File: config.mk
export PLATFORM = sky130hd
export DESIGN_NAME = aluTop
export DESIGN_NICKNAME = d
export VERILOG_FILES = /design/src/hw/aluPkg.sv /design/src/hw/aluDecodedIf.sv /design/src/hw/opDecoder.sv /design/src/hw/arithUnit.sv /design/src/hw/shiftLogicUnit.sv /design/src/hw/flagRegister.sv /design/src/hw/aluTop.sv
export SDC_FILE = /design/constraint.sdc
export NUM_CORES = 1
export LEC_CHECK = 0
export BUFFER_PORTS_ARGS = -buffer_cell sky130_fd_sc_hd__buf_2
export CORE_ASPECT_RATIO = 1.5
export CORE_MARGIN = 2
export CORE_UTILIZATION = 50
export CTS_BUF_LIST = sky130_fd_sc_hd__clkbuf_4 sky130_fd_sc_hd__clkbuf_8 sky130_fd_sc_hd__clkbuf_16
export CTS_CLUSTER_DIAMETER = 30
export CTS_CLUSTER_SIZE = 30
export DETAILED_ROUTE_END_ITERATION = 8
export GPL_TIMING_DRIVEN = 0
export PLACE_DENSITY_LB_ADDON = 0.12
export SLEW_MARGIN = 10
export SYNTH_ARGS = -nofsm -noshare
export SYNTH_HDL_FRONTEND = slang
export SYNTH_SLANG_ARGS = --single-unit
File: constraint.sdc
create_clock -name Clock -period 6.9 [get_ports Clock]
set_clock_uncertainty 0.05 [all_clocks]
set_input_delay 0.345 -clock Clock [delete_from_list [all_inputs] [get_ports Clock]]
set_output_delay 0.345 -clock Clock [all_outputs]
set_load 0.01 [all_outputs]
File: src/hw/aluPkg.sv
/*
 Shared widths, opcodes, execution classes and the flag layout of the ALU.
 Opcodes 1/15 and 32/33 are aliases from the ALU's point of view.
 Codes not listed here decode to clsInvalid.
*/
package aluPkg;

	// Widths
	localparam int dataWidth = 32; // Operand and result width
	localparam int opWidth   = 6;  // Wide enough for the immediate codes 32 and 33

	typedef logic [dataWidth-1:0] dataT;
	typedef logic [opWidth-1:0]   opcodeT;

	// Raw opcode values
	localparam opcodeT opNop    = 6'd0;
	localparam opcodeT opAdd    = 6'd1;
	localparam opcodeT opAddIdx = 6'd15; // Load base with index, same adder as ADD
	localparam opcodeT opSub    = 6'd2;
	localparam opcodeT opAnd    = 6'd3;
	localparam opcodeT opOr     = 6'd4;
	localparam opcodeT opNeg    = 6'd5;
	localparam opcodeT opXor    = 6'd6;
	localparam opcodeT opComp   = 6'd7;  // One's complement
	localparam opcodeT opLsr    = 6'd8;
	localparam opcodeT opAsr    = 6'd9;
	localparam opcodeT opLsl    = 6'd10;
	localparam opcodeT opRor    = 6'd11; // Through carry
	localparam opcodeT opRol    = 6'd12; // Through carry
	localparam opcodeT opMove   = 6'd13; // Passes A
	localparam opcodeT opLdri   = 6'd14; // Passes B
	localparam opcodeT opLdi    = 6'd32; // Immediate arrives on B
	localparam opcodeT opLdui   = 6'd33;

	// Execution classes after decode
	typedef enum logic [3:0] {
		clsNop,
		clsAdd,
		clsSub,
		clsNeg,
		clsAnd,
		clsOr,
		clsXor,
		clsComp,
		clsLsr,
		clsAsr,
		clsLsl,
		clsRor,
		clsRol,
		clsPassA,
		clsPassB,
		clsInvalid
	} opClassT;

	// Condition codes, {inr, n, z, v, c}
	typedef logic [4:0] flagsT;

	localparam int flagInr   = 4; // Instruction not recognized
	localparam int flagNeg   = 3;
	localparam int flagZero  = 2;
	localparam int flagOvf   = 1;
	localparam int flagCarry = 0;

endpackage

File: src/hw/aluDecodedIf.sv
/*
 Decoded operation from stage 1 to the execution units and stage 2.
 No handshake, an item is consumed in the cycle valid is high.
*/
`timescale 1ns/1ps

interface aluDecodedIf;

	logic            valid;   // Item present this cycle
	aluPkg::opClassT opClass; // Execution class
	aluPkg::dataT    a;       // Operand A
	aluPkg::dataT    b;       // Operand B or immediate

	// Stage 1 side
	modport decoder (
		output valid,
		output opClass,
		output a,
		output b
	);

	// Execution and flag side, read only
	modport exec (
		input valid,
		input opClass,
		input a,
		input b
	);

endinterface

File: src/hw/opDecoder.sv
/*
 Stage 1, one cycle of latency, one operation accepted per cycle.
 Operands are captured only while inValid is high.
 Any opcode outside the package list becomes clsInvalid.
*/
`timescale 1ns/1ps

module opDecoder (
	input  logic           Clock,
	input  logic           arstN,
	input  logic           inValid,
	input  aluPkg::opcodeT opcode,
	input  aluPkg::dataT   a,
	input  aluPkg::dataT   b,
	aluDecodedIf.decoder   dec
);

	aluPkg::opClassT nextClass; // Class of the incoming opcode

	// Opcode to execution class
	always_comb begin
		case (opcode)
			aluPkg::opNop:    nextClass = aluPkg::clsNop;
			aluPkg::opAdd,
			aluPkg::opAddIdx: nextClass = aluPkg::clsAdd; // Base plus index is a plain add here
			aluPkg::opSub:    nextClass = aluPkg::clsSub;
			aluPkg::opAnd:    nextClass = aluPkg::clsAnd;
			aluPkg::opOr:     nextClass = aluPkg::clsOr;
			aluPkg::opNeg:    nextClass = aluPkg::clsNeg;
			aluPkg::opXor:    nextClass = aluPkg::clsXor;
			aluPkg::opComp:   nextClass = aluPkg::clsComp;
			aluPkg::opLsr:    nextClass = aluPkg::clsLsr;
			aluPkg::opAsr:    nextClass = aluPkg::clsAsr;
			aluPkg::opLsl:    nextClass = aluPkg::clsLsl;
			aluPkg::opRor:    nextClass = aluPkg::clsRor;
			aluPkg::opRol:    nextClass = aluPkg::clsRol;
			aluPkg::opMove:   nextClass = aluPkg::clsPassA; // Memory side lives elsewhere
			aluPkg::opLdri,
			aluPkg::opLdi,
			aluPkg::opLdui:   nextClass = aluPkg::clsPassB; // Address or immediate on B
			default:          nextClass = aluPkg::clsInvalid;
		endcase
	end

	// Control part of the stage register
	always_ff @(posedge Clock or negedge arstN) begin
		if (!arstN) begin
			dec.valid   <= 1'b0;
			dec.opClass <= aluPkg::clsNop;
		end else begin
			dec.valid <= inValid;
			if (inValid) begin
				dec.opClass <= nextClass;
			end
		end
	end

	// Operand payload
	always_ff @(posedge Clock) begin
		if (inValid) begin
			dec.a <= a;
			dec.b <= b;
		end
	end

endmodule

File: src/hw/arithUnit.sv
/*
 Combinational add, subtract and negate on one shared 33-bit adder.
 Carry is carry-out for add, borrow for subtract, 0 for negate.
 Outputs are don't-care for non-arithmetic classes.
*/
`timescale 1ns/1ps

module arithUnit (
	aluDecodedIf.exec    dec,
	output aluPkg::dataT arithResult,
	output logic         arithOvf,
	output logic         arithCarry
);

	localparam int msb = aluPkg::dataWidth - 1; // Sign bit position

	aluPkg::dataT                opX;  // Adder left input
	aluPkg::dataT                opY;  // Adder right input
	logic                        cin;  // Adder carry in
	logic [aluPkg::dataWidth:0]  sum;  // Extra bit holds the carry out

	// Operand steering, a-b is a+~b+1 and -a is 0+~a+1
	always_comb begin
		case (dec.opClass)
			aluPkg::clsSub: begin
				opX = dec.a;
				opY = ~dec.b;
				cin = 1'b1;
			end
			aluPkg::clsNeg: begin
				opX = '0;
				opY = ~dec.a;
				cin = 1'b1;
			end
			default: begin // Add
				opX = dec.a;
				opY = dec.b;
				cin = 1'b0;
			end
		endcase
	end

	assign sum = {1'b0, opX} + {1'b0, opY} + {{aluPkg::dataWidth{1'b0}}, cin};
	assign arithResult = sum[msb:0];

	// Signed overflow and carry, both taken from the new result
	always_comb begin
		case (dec.opClass)
			aluPkg::clsSub: begin
				arithOvf   = (dec.a[msb] != dec.b[msb]) && (sum[msb] != dec.a[msb]);
				arithCarry = ~sum[aluPkg::dataWidth]; // No carry out means a < b unsigned
			end
			aluPkg::clsNeg: begin
				arithOvf   = dec.a[msb] && sum[msb]; // Only the most negative number
				arithCarry = 1'b0;
			end
			default: begin
				arithOvf   = (dec.a[msb] == dec.b[msb]) && (sum[msb] != dec.a[msb]);
				arithCarry = sum[aluPkg::dataWidth];
			end
		endcase
	end

endmodule

File: src/hw/shiftLogicUnit.sv
/*
 Combinational bitwise, one-bit shift, rotate-through-carry and pass operations.
 Rotates read the stored carry, so their result depends on earlier operations.
 Shifts and rotates move exactly one bit position.
*/
`timescale 1ns/1ps

module shiftLogicUnit (
	aluDecodedIf.exec    dec,
	input  logic         carryIn,
	output aluPkg::dataT logicResult,
	output logic         logicCarry
);

	localparam int msb = aluPkg::dataWidth - 1;

	always_comb begin
		logicCarry = 1'b0; // Only shifts and rotates produce a carry
		case (dec.opClass)
			aluPkg::clsAnd:  logicResult = dec.a & dec.b;
			aluPkg::clsOr:   logicResult = dec.a | dec.b;
			aluPkg::clsXor:  logicResult = dec.a ^ dec.b;
			aluPkg::clsComp: logicResult = ~dec.a; // One's complement

			// Right moves, bit 0 drops into carry
			aluPkg::clsLsr: begin
				logicResult = {1'b0, dec.a[msb:1]};
				logicCarry  = dec.a[0];
			end
			aluPkg::clsAsr: begin
				logicResult = {dec.a[msb], dec.a[msb:1]}; // Sign fill
				logicCarry  = dec.a[0];
			end
			aluPkg::clsRor: begin
				logicResult = {carryIn, dec.a[msb:1]}; // Old carry into the top
				logicCarry  = dec.a[0];
			end

			// Left moves, sign bit drops into carry
			aluPkg::clsLsl: begin
				logicResult = {dec.a[msb-1:0], 1'b0};
				logicCarry  = dec.a[msb];
			end
			aluPkg::clsRol: begin
				logicResult = {dec.a[msb-1:0], carryIn}; // Old carry into bit 0
				logicCarry  = dec.a[msb];
			end

			aluPkg::clsPassA: logicResult = dec.a; // Move
			aluPkg::clsPassB: logicResult = dec.b; // Loads

			default: logicResult = '0;
		endcase
	end

endmodule

File: src/hw/flagRegister.sv
/*
 Stage 2, one cycle of latency. Selects the result and keeps the sticky flags.
 NOP and unrecognized operations give a result of 0.
 On NOP the flags hold and ccrEnable stays low.
 Overflow and carry change only for the classes that produce them.
*/
`timescale 1ns/1ps

module flagRegister (
	input  logic          Clock,
	input  logic          arstN,
	aluDecodedIf.exec     dec,
	input  aluPkg::dataT  arithResult,
	input  logic          arithOvf,
	input  logic          arithCarry,
	input  aluPkg::dataT  logicResult,
	input  logic          logicCarry,
	output logic          carryIn,
	output logic          outValid,
	output aluPkg::dataT  result,
	output aluPkg::flagsT flags,
	output logic          ccrEnable
);

	logic         isArith;     // Result comes from the adder
	logic         writesOvf;   // Class owns the overflow flag
	logic         writesCarry; // Class owns the carry flag
	logic         isEmpty;     // NOP or unrecognized, result forced to 0
	logic         updateCcr;   // Flags written this cycle
	aluPkg::dataT nextResult;  // Selected result
	logic         nextCarry;   // Carry from whichever unit is active

	// Class properties
	always_comb begin
		isArith     = 1'b0;
		writesOvf   = 1'b0;
		writesCarry = 1'b0;
		isEmpty     = 1'b0;
		case (dec.opClass)
			aluPkg::clsAdd,
			aluPkg::clsSub,
			aluPkg::clsNeg: begin
				isArith     = 1'b1;
				writesOvf   = 1'b1;
				writesCarry = 1'b1; // Negate writes 0
			end
			aluPkg::clsLsr,
			aluPkg::clsAsr,
			aluPkg::clsLsl,
			aluPkg::clsRor,
			aluPkg::clsRol: writesCarry = 1'b1;
			aluPkg::clsNop,
			aluPkg::clsInvalid: isEmpty = 1'b1;
			default: ; // Bitwise and pass classes touch only n, z, inr
		endcase
	end

	assign nextResult = isEmpty ? '0 : (isArith ? arithResult : logicResult);
	assign nextCarry  = isArith ? arithCarry : logicCarry;
	assign updateCcr  = dec.valid && (dec.opClass != aluPkg::clsNop);

	assign carryIn = flags[aluPkg::flagCarry]; // Stored carry for the rotates

	always_ff @(posedge Clock or negedge arstN) begin
		if (!arstN) begin
			outValid  <= 1'b0;
			ccrEnable <= 1'b0;
			result    <= '0;
			flags     <= '0;
		end else begin
			outValid  <= dec.valid;  // Fixed latency, no stall
			ccrEnable <= updateCcr;
			if (dec.valid) begin
				result <= nextResult;
			end
			if (updateCcr) begin
				flags[aluPkg::flagInr]  <= (dec.opClass == aluPkg::clsInvalid);
				flags[aluPkg::flagNeg]  <= nextResult[aluPkg::dataWidth-1];
				flags[aluPkg::flagZero] <= (nextResult == '0);
				if (writesOvf) begin
					flags[aluPkg::flagOvf] <= arithOvf;
				end
				if (writesCarry) begin
					flags[aluPkg::flagCarry] <= nextCarry;
				end
			end
		end
	end

endmodule

File: src/hw/aluTop.sv
/*
 Two-stage pipelined 32-bit ALU with condition codes.
 Output appears two edges after an accepted input, with outValid for one cycle.
 There is no back-pressure, the consumer takes every output.
*/
`timescale 1ns/1ps

module aluTop (
	input  logic           Clock,
	input  logic           arstN,
	input  logic           inValid,
	input  aluPkg::opcodeT opcode,
	input  aluPkg::dataT   a,
	input  aluPkg::dataT   b,
	output logic           outValid,
	output aluPkg::dataT   result,
	output aluPkg::flagsT  flags,
	output logic           ccrEnable
);

	aluPkg::dataT arithResult;
	logic         arithOvf;
	logic         arithCarry;
	aluPkg::dataT logicResult;
	logic         logicCarry;
	logic         carryIn;     // Stored carry back to the rotates

	aluDecodedIf decBus (); // Stage 1 to stage 2

	opDecoder opDecoder_inst (
		.Clock   (Clock),
		.arstN   (arstN),
		.inValid (inValid),
		.opcode  (opcode),
		.a       (a),
		.b       (b),
		.dec     (decBus.decoder)
	);

	arithUnit arithUnit_inst (
		.dec         (decBus.exec),
		.arithResult (arithResult),
		.arithOvf    (arithOvf),
		.arithCarry  (arithCarry)
	);

	shiftLogicUnit shiftLogicUnit_inst (
		.dec         (decBus.exec),
		.carryIn     (carryIn),
		.logicResult (logicResult),
		.logicCarry  (logicCarry)
	);

	flagRegister flagRegister_inst (
		.Clock       (Clock),
		.arstN       (arstN),
		.dec         (decBus.exec),
		.arithResult (arithResult),
		.arithOvf    (arithOvf),
		.arithCarry  (arithCarry),
		.logicResult (logicResult),
		.logicCarry  (logicCarry),
		.carryIn     (carryIn),
		.outValid    (outValid),
		.result      (result),
		.flags       (flags),
		.ccrEnable   (ccrEnable)
	);

endmodule

# After elaboration in Yosys (flattened, before gate mapping)
# Memory sizes are Yosys's and may differ from the RTL's. A register that Yosys moved wholly into a read port is not among the register bits.
# Cells that the tools add are included.
# totals
word_cells,65
inputBits,73
ff_bits,104
output_inout_bits,39
mem_bits_ro,256
mem_count,1
# memory_table
memory,depth,word_bits,rd,rd_ports_with_merged_regs,write_ports,line,text
(no name shown),64,4,1,1,0,opDecoder.sv:22,case (opcode)
# op_classes
n_bitwise,6
n_eq_ne,18
n_addsub,2
n_reduce_logical,16
n_mux,13
# op_table
cell,count
32-bit case mux with 11 select lines,1
32-bit two-way mux,3
32-bit inverter,2
32-bit case mux with 2 select lines,1
32-bit by 32-bit adder with 33-bit output,1
33-bit by 1-bit adder with 33-bit output,1
32-bit AND,1
"4-bit equality test, second input constant",8
32-bit logical NOT,1
32-bit bitwise OR,1
32-bit bitwise XOR,1
"4-bit by 3-bit equality test with 1-bit output, second input constant",4
"4-bit by 2-bit equality test with 1-bit output, second input constant",2
8-bit OR reduction,1
1-bit case mux with 2 select lines,3
2-bit OR reduction,3
3-bit OR reduction,2
1-bit two-way mux,5
"4-bit by 1-bit equality test with 1-bit output, second input constant",1
1-bit logical AND,4
4-bit logical NOT,1
2-bit AND reduction,2
4-bit nonzero test,1
1-bit inequality test,2
3 further kinds,3

# Longest topological paths before layout
# logic_depth
ltp_word,7
ltp_mapped,23
depth_no_buf,17

# Cells and area by module
# Synthesis repeated with hierarchy kept, for this count alone.
# hier_totals
cells_unflattened,1177
area_unflattened_um2,10825.4
# modules_own_cells
module,instances,area_each_um2,seq_area_each_um2,cells_per_inst
shiftLogicUnit,1,3382.0,0.0,445
arithUnit,1,2972.9,0.0,427
flagRegister,1,2289.7,975.9,214
opDecoder,1,2180.8,2047.0,91

# Worst setup path after synthesis
# Ideal clock, no wire load.
# synth_timing
path_type,reg2reg
from,register opDecoder_inst.dec.opClass[0]
to,register flagRegister_inst.flags[2]
path_buffers,6
setup_ns,0.076
required_ns,6.774
t_arrival_ns,5.203
slack_ns,1.571
path_stages_with_launch,22
synth_period_minus_slack_ns,5.329
path_cell_list,dfrtp_1 -> buf_2 -> buf_1 -> clkbuf_1 -> buf_1 -> clkbuf_1 -> clkbuf_1 -> nand2_1 -> o211ai_1 -> o21ai_0 -> fa_1 -> fa_1 -> a211oi_1 -> nor2_1 -> and3_1 -> or2_2 -> nor3_1 -> o211ai_1 -> or4_1 -> nor4_1 -> nand4_1 -> o21ai_1
# synth_between
elab_chain_cells,7
word_cells_on_any_way,32
cone_classes,2 x add/sub; 15 x eq/ne; 8 x mux; 7 x reduce/logical
# synth_rtl
element,line,text
from (decl),aluDecodedIf.sv:17,"output opClass,"
4-bit by 2-bit equality test with 1-bit output,"arithUnit.sv:24, flagRegister.sv:39",
"32-bit case mux with 2 select lines, or another cell as far along",arithUnit.sv:24,case (dec.opClass)
32-bit by 32-bit adder with 33-bit output / 1-bit two-way mux (equally long branches),"arithUnit.sv:43, arithUnit.sv:24",
33-bit by 1-bit adder with 33-bit output,arithUnit.sv:43,"assign sum = {1'b0, opX} + {1'b0, opY} + {{aluPkg::dataWidth{1'b0}}, cin};"
32-bit two-way mux (2 in a row),flagRegister.sv:58,assign nextResult = isEmpty ? '0 : (isArith ? arithResult : logicResult);
32-bit logical NOT,flagRegister.sv:79,flags[aluPkg::flagZero] <= (nextResult == '0);
"to (signal, indexed assignment)",flagRegister.sv:78,flags[aluPkg::flagNeg] <= nextResult[aluPkg::dataWidth-1];
"to (signal, indexed assignment)",flagRegister.sv:79,
"to (signal, indexed assignment)",flagRegister.sv:81,flags[aluPkg::flagOvf] <= arithOvf;
to (decl),flagRegister.sv:21,"output aluPkg::flagsT flags,"
# Parallel ways exist; a longest one is shown, timed or not.
# A chain may end at the register's enable or synchronous reset.

# Worst setup path in the final report
# layout_timing
from,register opDecoder_inst.dec.opClass[1]
to,register flagRegister_inst.flags[2]
# The elaborated chain is that of the path after synthesis.

==> results.json <==
{
  "outcome": "completed",
  "comb_power_share_pct": 41.0,
  "syn_area_sq_um": 9992,
  "finalCriticalPeriod_ns": 6.546,
  "hp-class": "in -> reg",
  "cp_max_fo": 19,
  "end_kind": "flop",
  "startpoint_type": "flop",
  "powerDensity_nw_per_um2": 212.4,
  "syn2layout_area_growth_pct": 11.91,
  "slew-limit-headroom_pct": 5.223,
  "sw_frac_of_total_pct": 40.66,
  "syn_nets": 1389,
  "finalCritPeriodShare_pct": 94.86,
  "yosysSeqAreaShare_pct": 30.25,
  "peakVddDrop_mv": 0.1360,
  "min_path_cells": 1,
  "numCtsBuffers": 9,
  "clock.fmax_mhz": 152.8,
  "cellLeakagePower_nw": 4.826,
  "avgViaCountPerCell": 6.642,
  "crit_chain": "buf_6, buf_2, buf_2, buf_1, nand2_1, inv_1, clkbuf_1, clkbuf_2, nand3b_1, o21ai_0, ha_1, a21oi_1, nor2_1, or4_1, or2_2, nor3_1, o211ai_1, or4_1, nor4_1, nand4_1, o21ai_1",
  "wl_per_cell_microns": 25.87,
  "slew_viol_final": 0,
  "synth_edf_count": 64,
  "grt_max_degree": 72,
  "drt-total-wl_microns": 41460,
  "clkTransAtPathRegs_ns": 0.08,
  "antenna_found_initial": 0,
  "drc_errors": 0,
  "drive_gt1_share_pct": 13.48,
  "grt_pass1_wl_microns": 60970,
  "power.internal_mw": 1.409,
  "layout_common_cells": "buf_2 (128), nand2_1 (127), o21ai_0 (111), nor2_1 (108), ha_1 (96)",
  "nNetsFinal": 1509,
  "fp.coreArea_sq_um": 19710,
  "path_class": "reg -> reg",
  "cp.arrival_ns": 6.81,
  "drv_cap": 0,
  "pwr-share-seq_pct": 35.9,
  "netlist.area_leader.share_pct": 19.23,
  "r2r_cells": 21,
  "ios": 112,
  "grt_use_total_pct": 39.07,
  "worst_pin_slew_ns": 1.386,
  "avgSynthCellArea_sq_um": 8.204,
  "hold_buffers": 0,
  "first_pass_iters": 6,
  "clock_latency_ns": 0.38,
  "synth_area_leaders": "edfxtp_1 (19%), ha_1 (12%), dfrtp_1 (11%), o21ai_0 (5.6%), nand2_1 (4.8%)",
  "setup_viol": 0,
  "antennaDiodeCount": 0,
  "cp_slowest_stage_delay_ns": 0.55,
  "drt_first_iter_violations": 1263,
  "grt_setup_unrepaired": "false",
  "ys.flop_type": "edfxtp_1",
  "power_mw": 2.375,
  "p_sw_uw": 965.6,
  "cp_slowest_cell": "clkbuf_1",
  "fin_util_pct": 56.74,
  "root_buffer": "clkbuf_16",
  "yosysTopAreaCell": "edfxtp_1",
  "ant_nets": 0,
  "die_y_microns": 177.1,
  "die_x_microns": 119.4,
  "mostFrequentLayoutCell": "buf_2",
  "num_vias": 10650,
  "placementRows": 63,
  "cts_tree": "yes",
  "p_clk_share_pct": 23.1,
  "dieArea_sq_um": 21150,
  "synthArstFlopShare_pct": 40.74,
  "grt_pass1_vias": 10220,
  "grt_overflow": 0,
  "clock-sinks": 108,
  "gp_congestion": 1.055,
  "postSynthCellCount": 1218,
  "cts_buffer_depth": 2,
  "port_buffers": 111,
  "start_util_pct": 50.70,
  "place_hpwl_microns": 31680,
  "finalHoldViolCount": 0,
  "synth.distinct_cells": 78,
  "required_ns": 7.16,
  "ys.warnings.count": 0,
  "htree_levels": 3,
  "ys_ff_latch": 108
}
## power by group through the flow
stage / combinational (mW) / clock (mW) / sequential, mW
final: 0.973 / 0.549 / 0.854
after global routing: 1.05 / 0.575 / 0.861
after CTS: 0.946 / 0.554 / 0.852
after detailed placement: 0.942 / 0 / 0.865
after global placement: 0.934 / 0 / 0.864
after floorplan: 0.589 / 0 / 0.862
## worst max-delay path, delay by kind of cell (launching register included)
kind            cells  cell delay, ns
fa+ha+maj           1            0.33
simple gates        9            2.50
compound gates      4            0.67
flops               1            0.34
buf+inv             7            2.56
## cells in the mapped netlist (20+ instances only)
cell type  instances
nand2_1          127
o21ai_0          111
nor2_1           108
ha_1              96
a21oi_1           92
inv_1             81
edfxtp_1          64
clkbuf_1          46
dfrtp_1           44
o211ai_1          41
nand3_1           22
a21o_1            20
nor3_1            20
## area by class of cell
cell class	count	area, sq um
clock buffers	9	225.2
fillers	1938	8524
flip-flops and latches	108	3023
multi-input cells	947	6329
plain buffers	79	339.1
inverters	82	307.8
repair buffers	111	558.0
well taps	260	325.3
clock inverters	7	75.07
## flip-flops by register name, indices dropped and copies added (netlist names)
name                         cells
flagRegister_inst.result        32
flagRegister_inst.outValid       1
opDecoder_inst.dec.valid         1
opDecoder_inst.dec.b            32
flagRegister_inst.ccrEnable      1
opDecoder_inst.dec.opClass       4
flagRegister_inst.flags          5
opDecoder_inst.dec.a            32
## per-layer routing
layer  vias to the layer above  track usage, %  share of wire [%]
li1                       4810               -                  -
met1                      4940           43.45                 34
met2                       665           63.96                 47
met3                       232           6.701                8.4
met4                         0           34.80                 10
met5                         -               0                  0
## path summary, 6_finish.rpt
path,slack [ns],startpoint,end
worst max-delay path,0.35,opDecoder_inst.dec.opClass[1],flagRegister_inst.flags[2]
worst max register to register,0.35,opDecoder_inst.dec.opClass[1],flagRegister_inst.flags[2]
worst min-delay path,0.09,a[28],opDecoder_inst.dec.a[28]
min in group asynchronous,0.11,arstN,flagRegister_inst.result[4]
worst min register to register,0.42,flagRegister_inst.flags[3],flagRegister_inst.flags[3]
max in group asynchronous,6.03,arstN,flagRegister_inst.result[23]
## metrics by stage
step | area (sq um) | setup TNS (ns) | setup WS, ns | cells | hold WS, ns
floorplan | 9992 | 0 | 1.571 | 1218 | -0.0005911
CTS | 11180 | 0 | 0.1710 | 1604 | 0.08307
finish | 11180 | 0 | 0.3544 | 1603 | 0.08865
global route | 11180 | 0 | 0.02793 | 1603 | 0.08683
detailed placement | 10880 | -0.5803 | -0.4562 | 1589 | 0.4086
global placement | 10870 | -0.5283 | -0.4184 | 1589 | 0.4067
## what timing repair did
action | CTS | global route
setup buffers | 0 | 0
setup endpoints to repair | 2 | 4
pin swaps | 0 | 0
resized for setup | 4 | 3
hold endpoints to repair | 0 | 0
## kinds of logic after synthesis
family / count (synthesis) / share of synthesized area, %
AOI/OAI and AO/OA: 455 / 30.43
and+or+nand+nor: 347 / 15.72
buffers and inverters: 163 / 6.474
DFF: 108 / 30.25
adders and majority gates: 98 / 12.42
muxes: 29 / 3.130
xor gates and xnor gates: 18 / 1.578
Note: power is estimated with default switching activity, not from simulation.
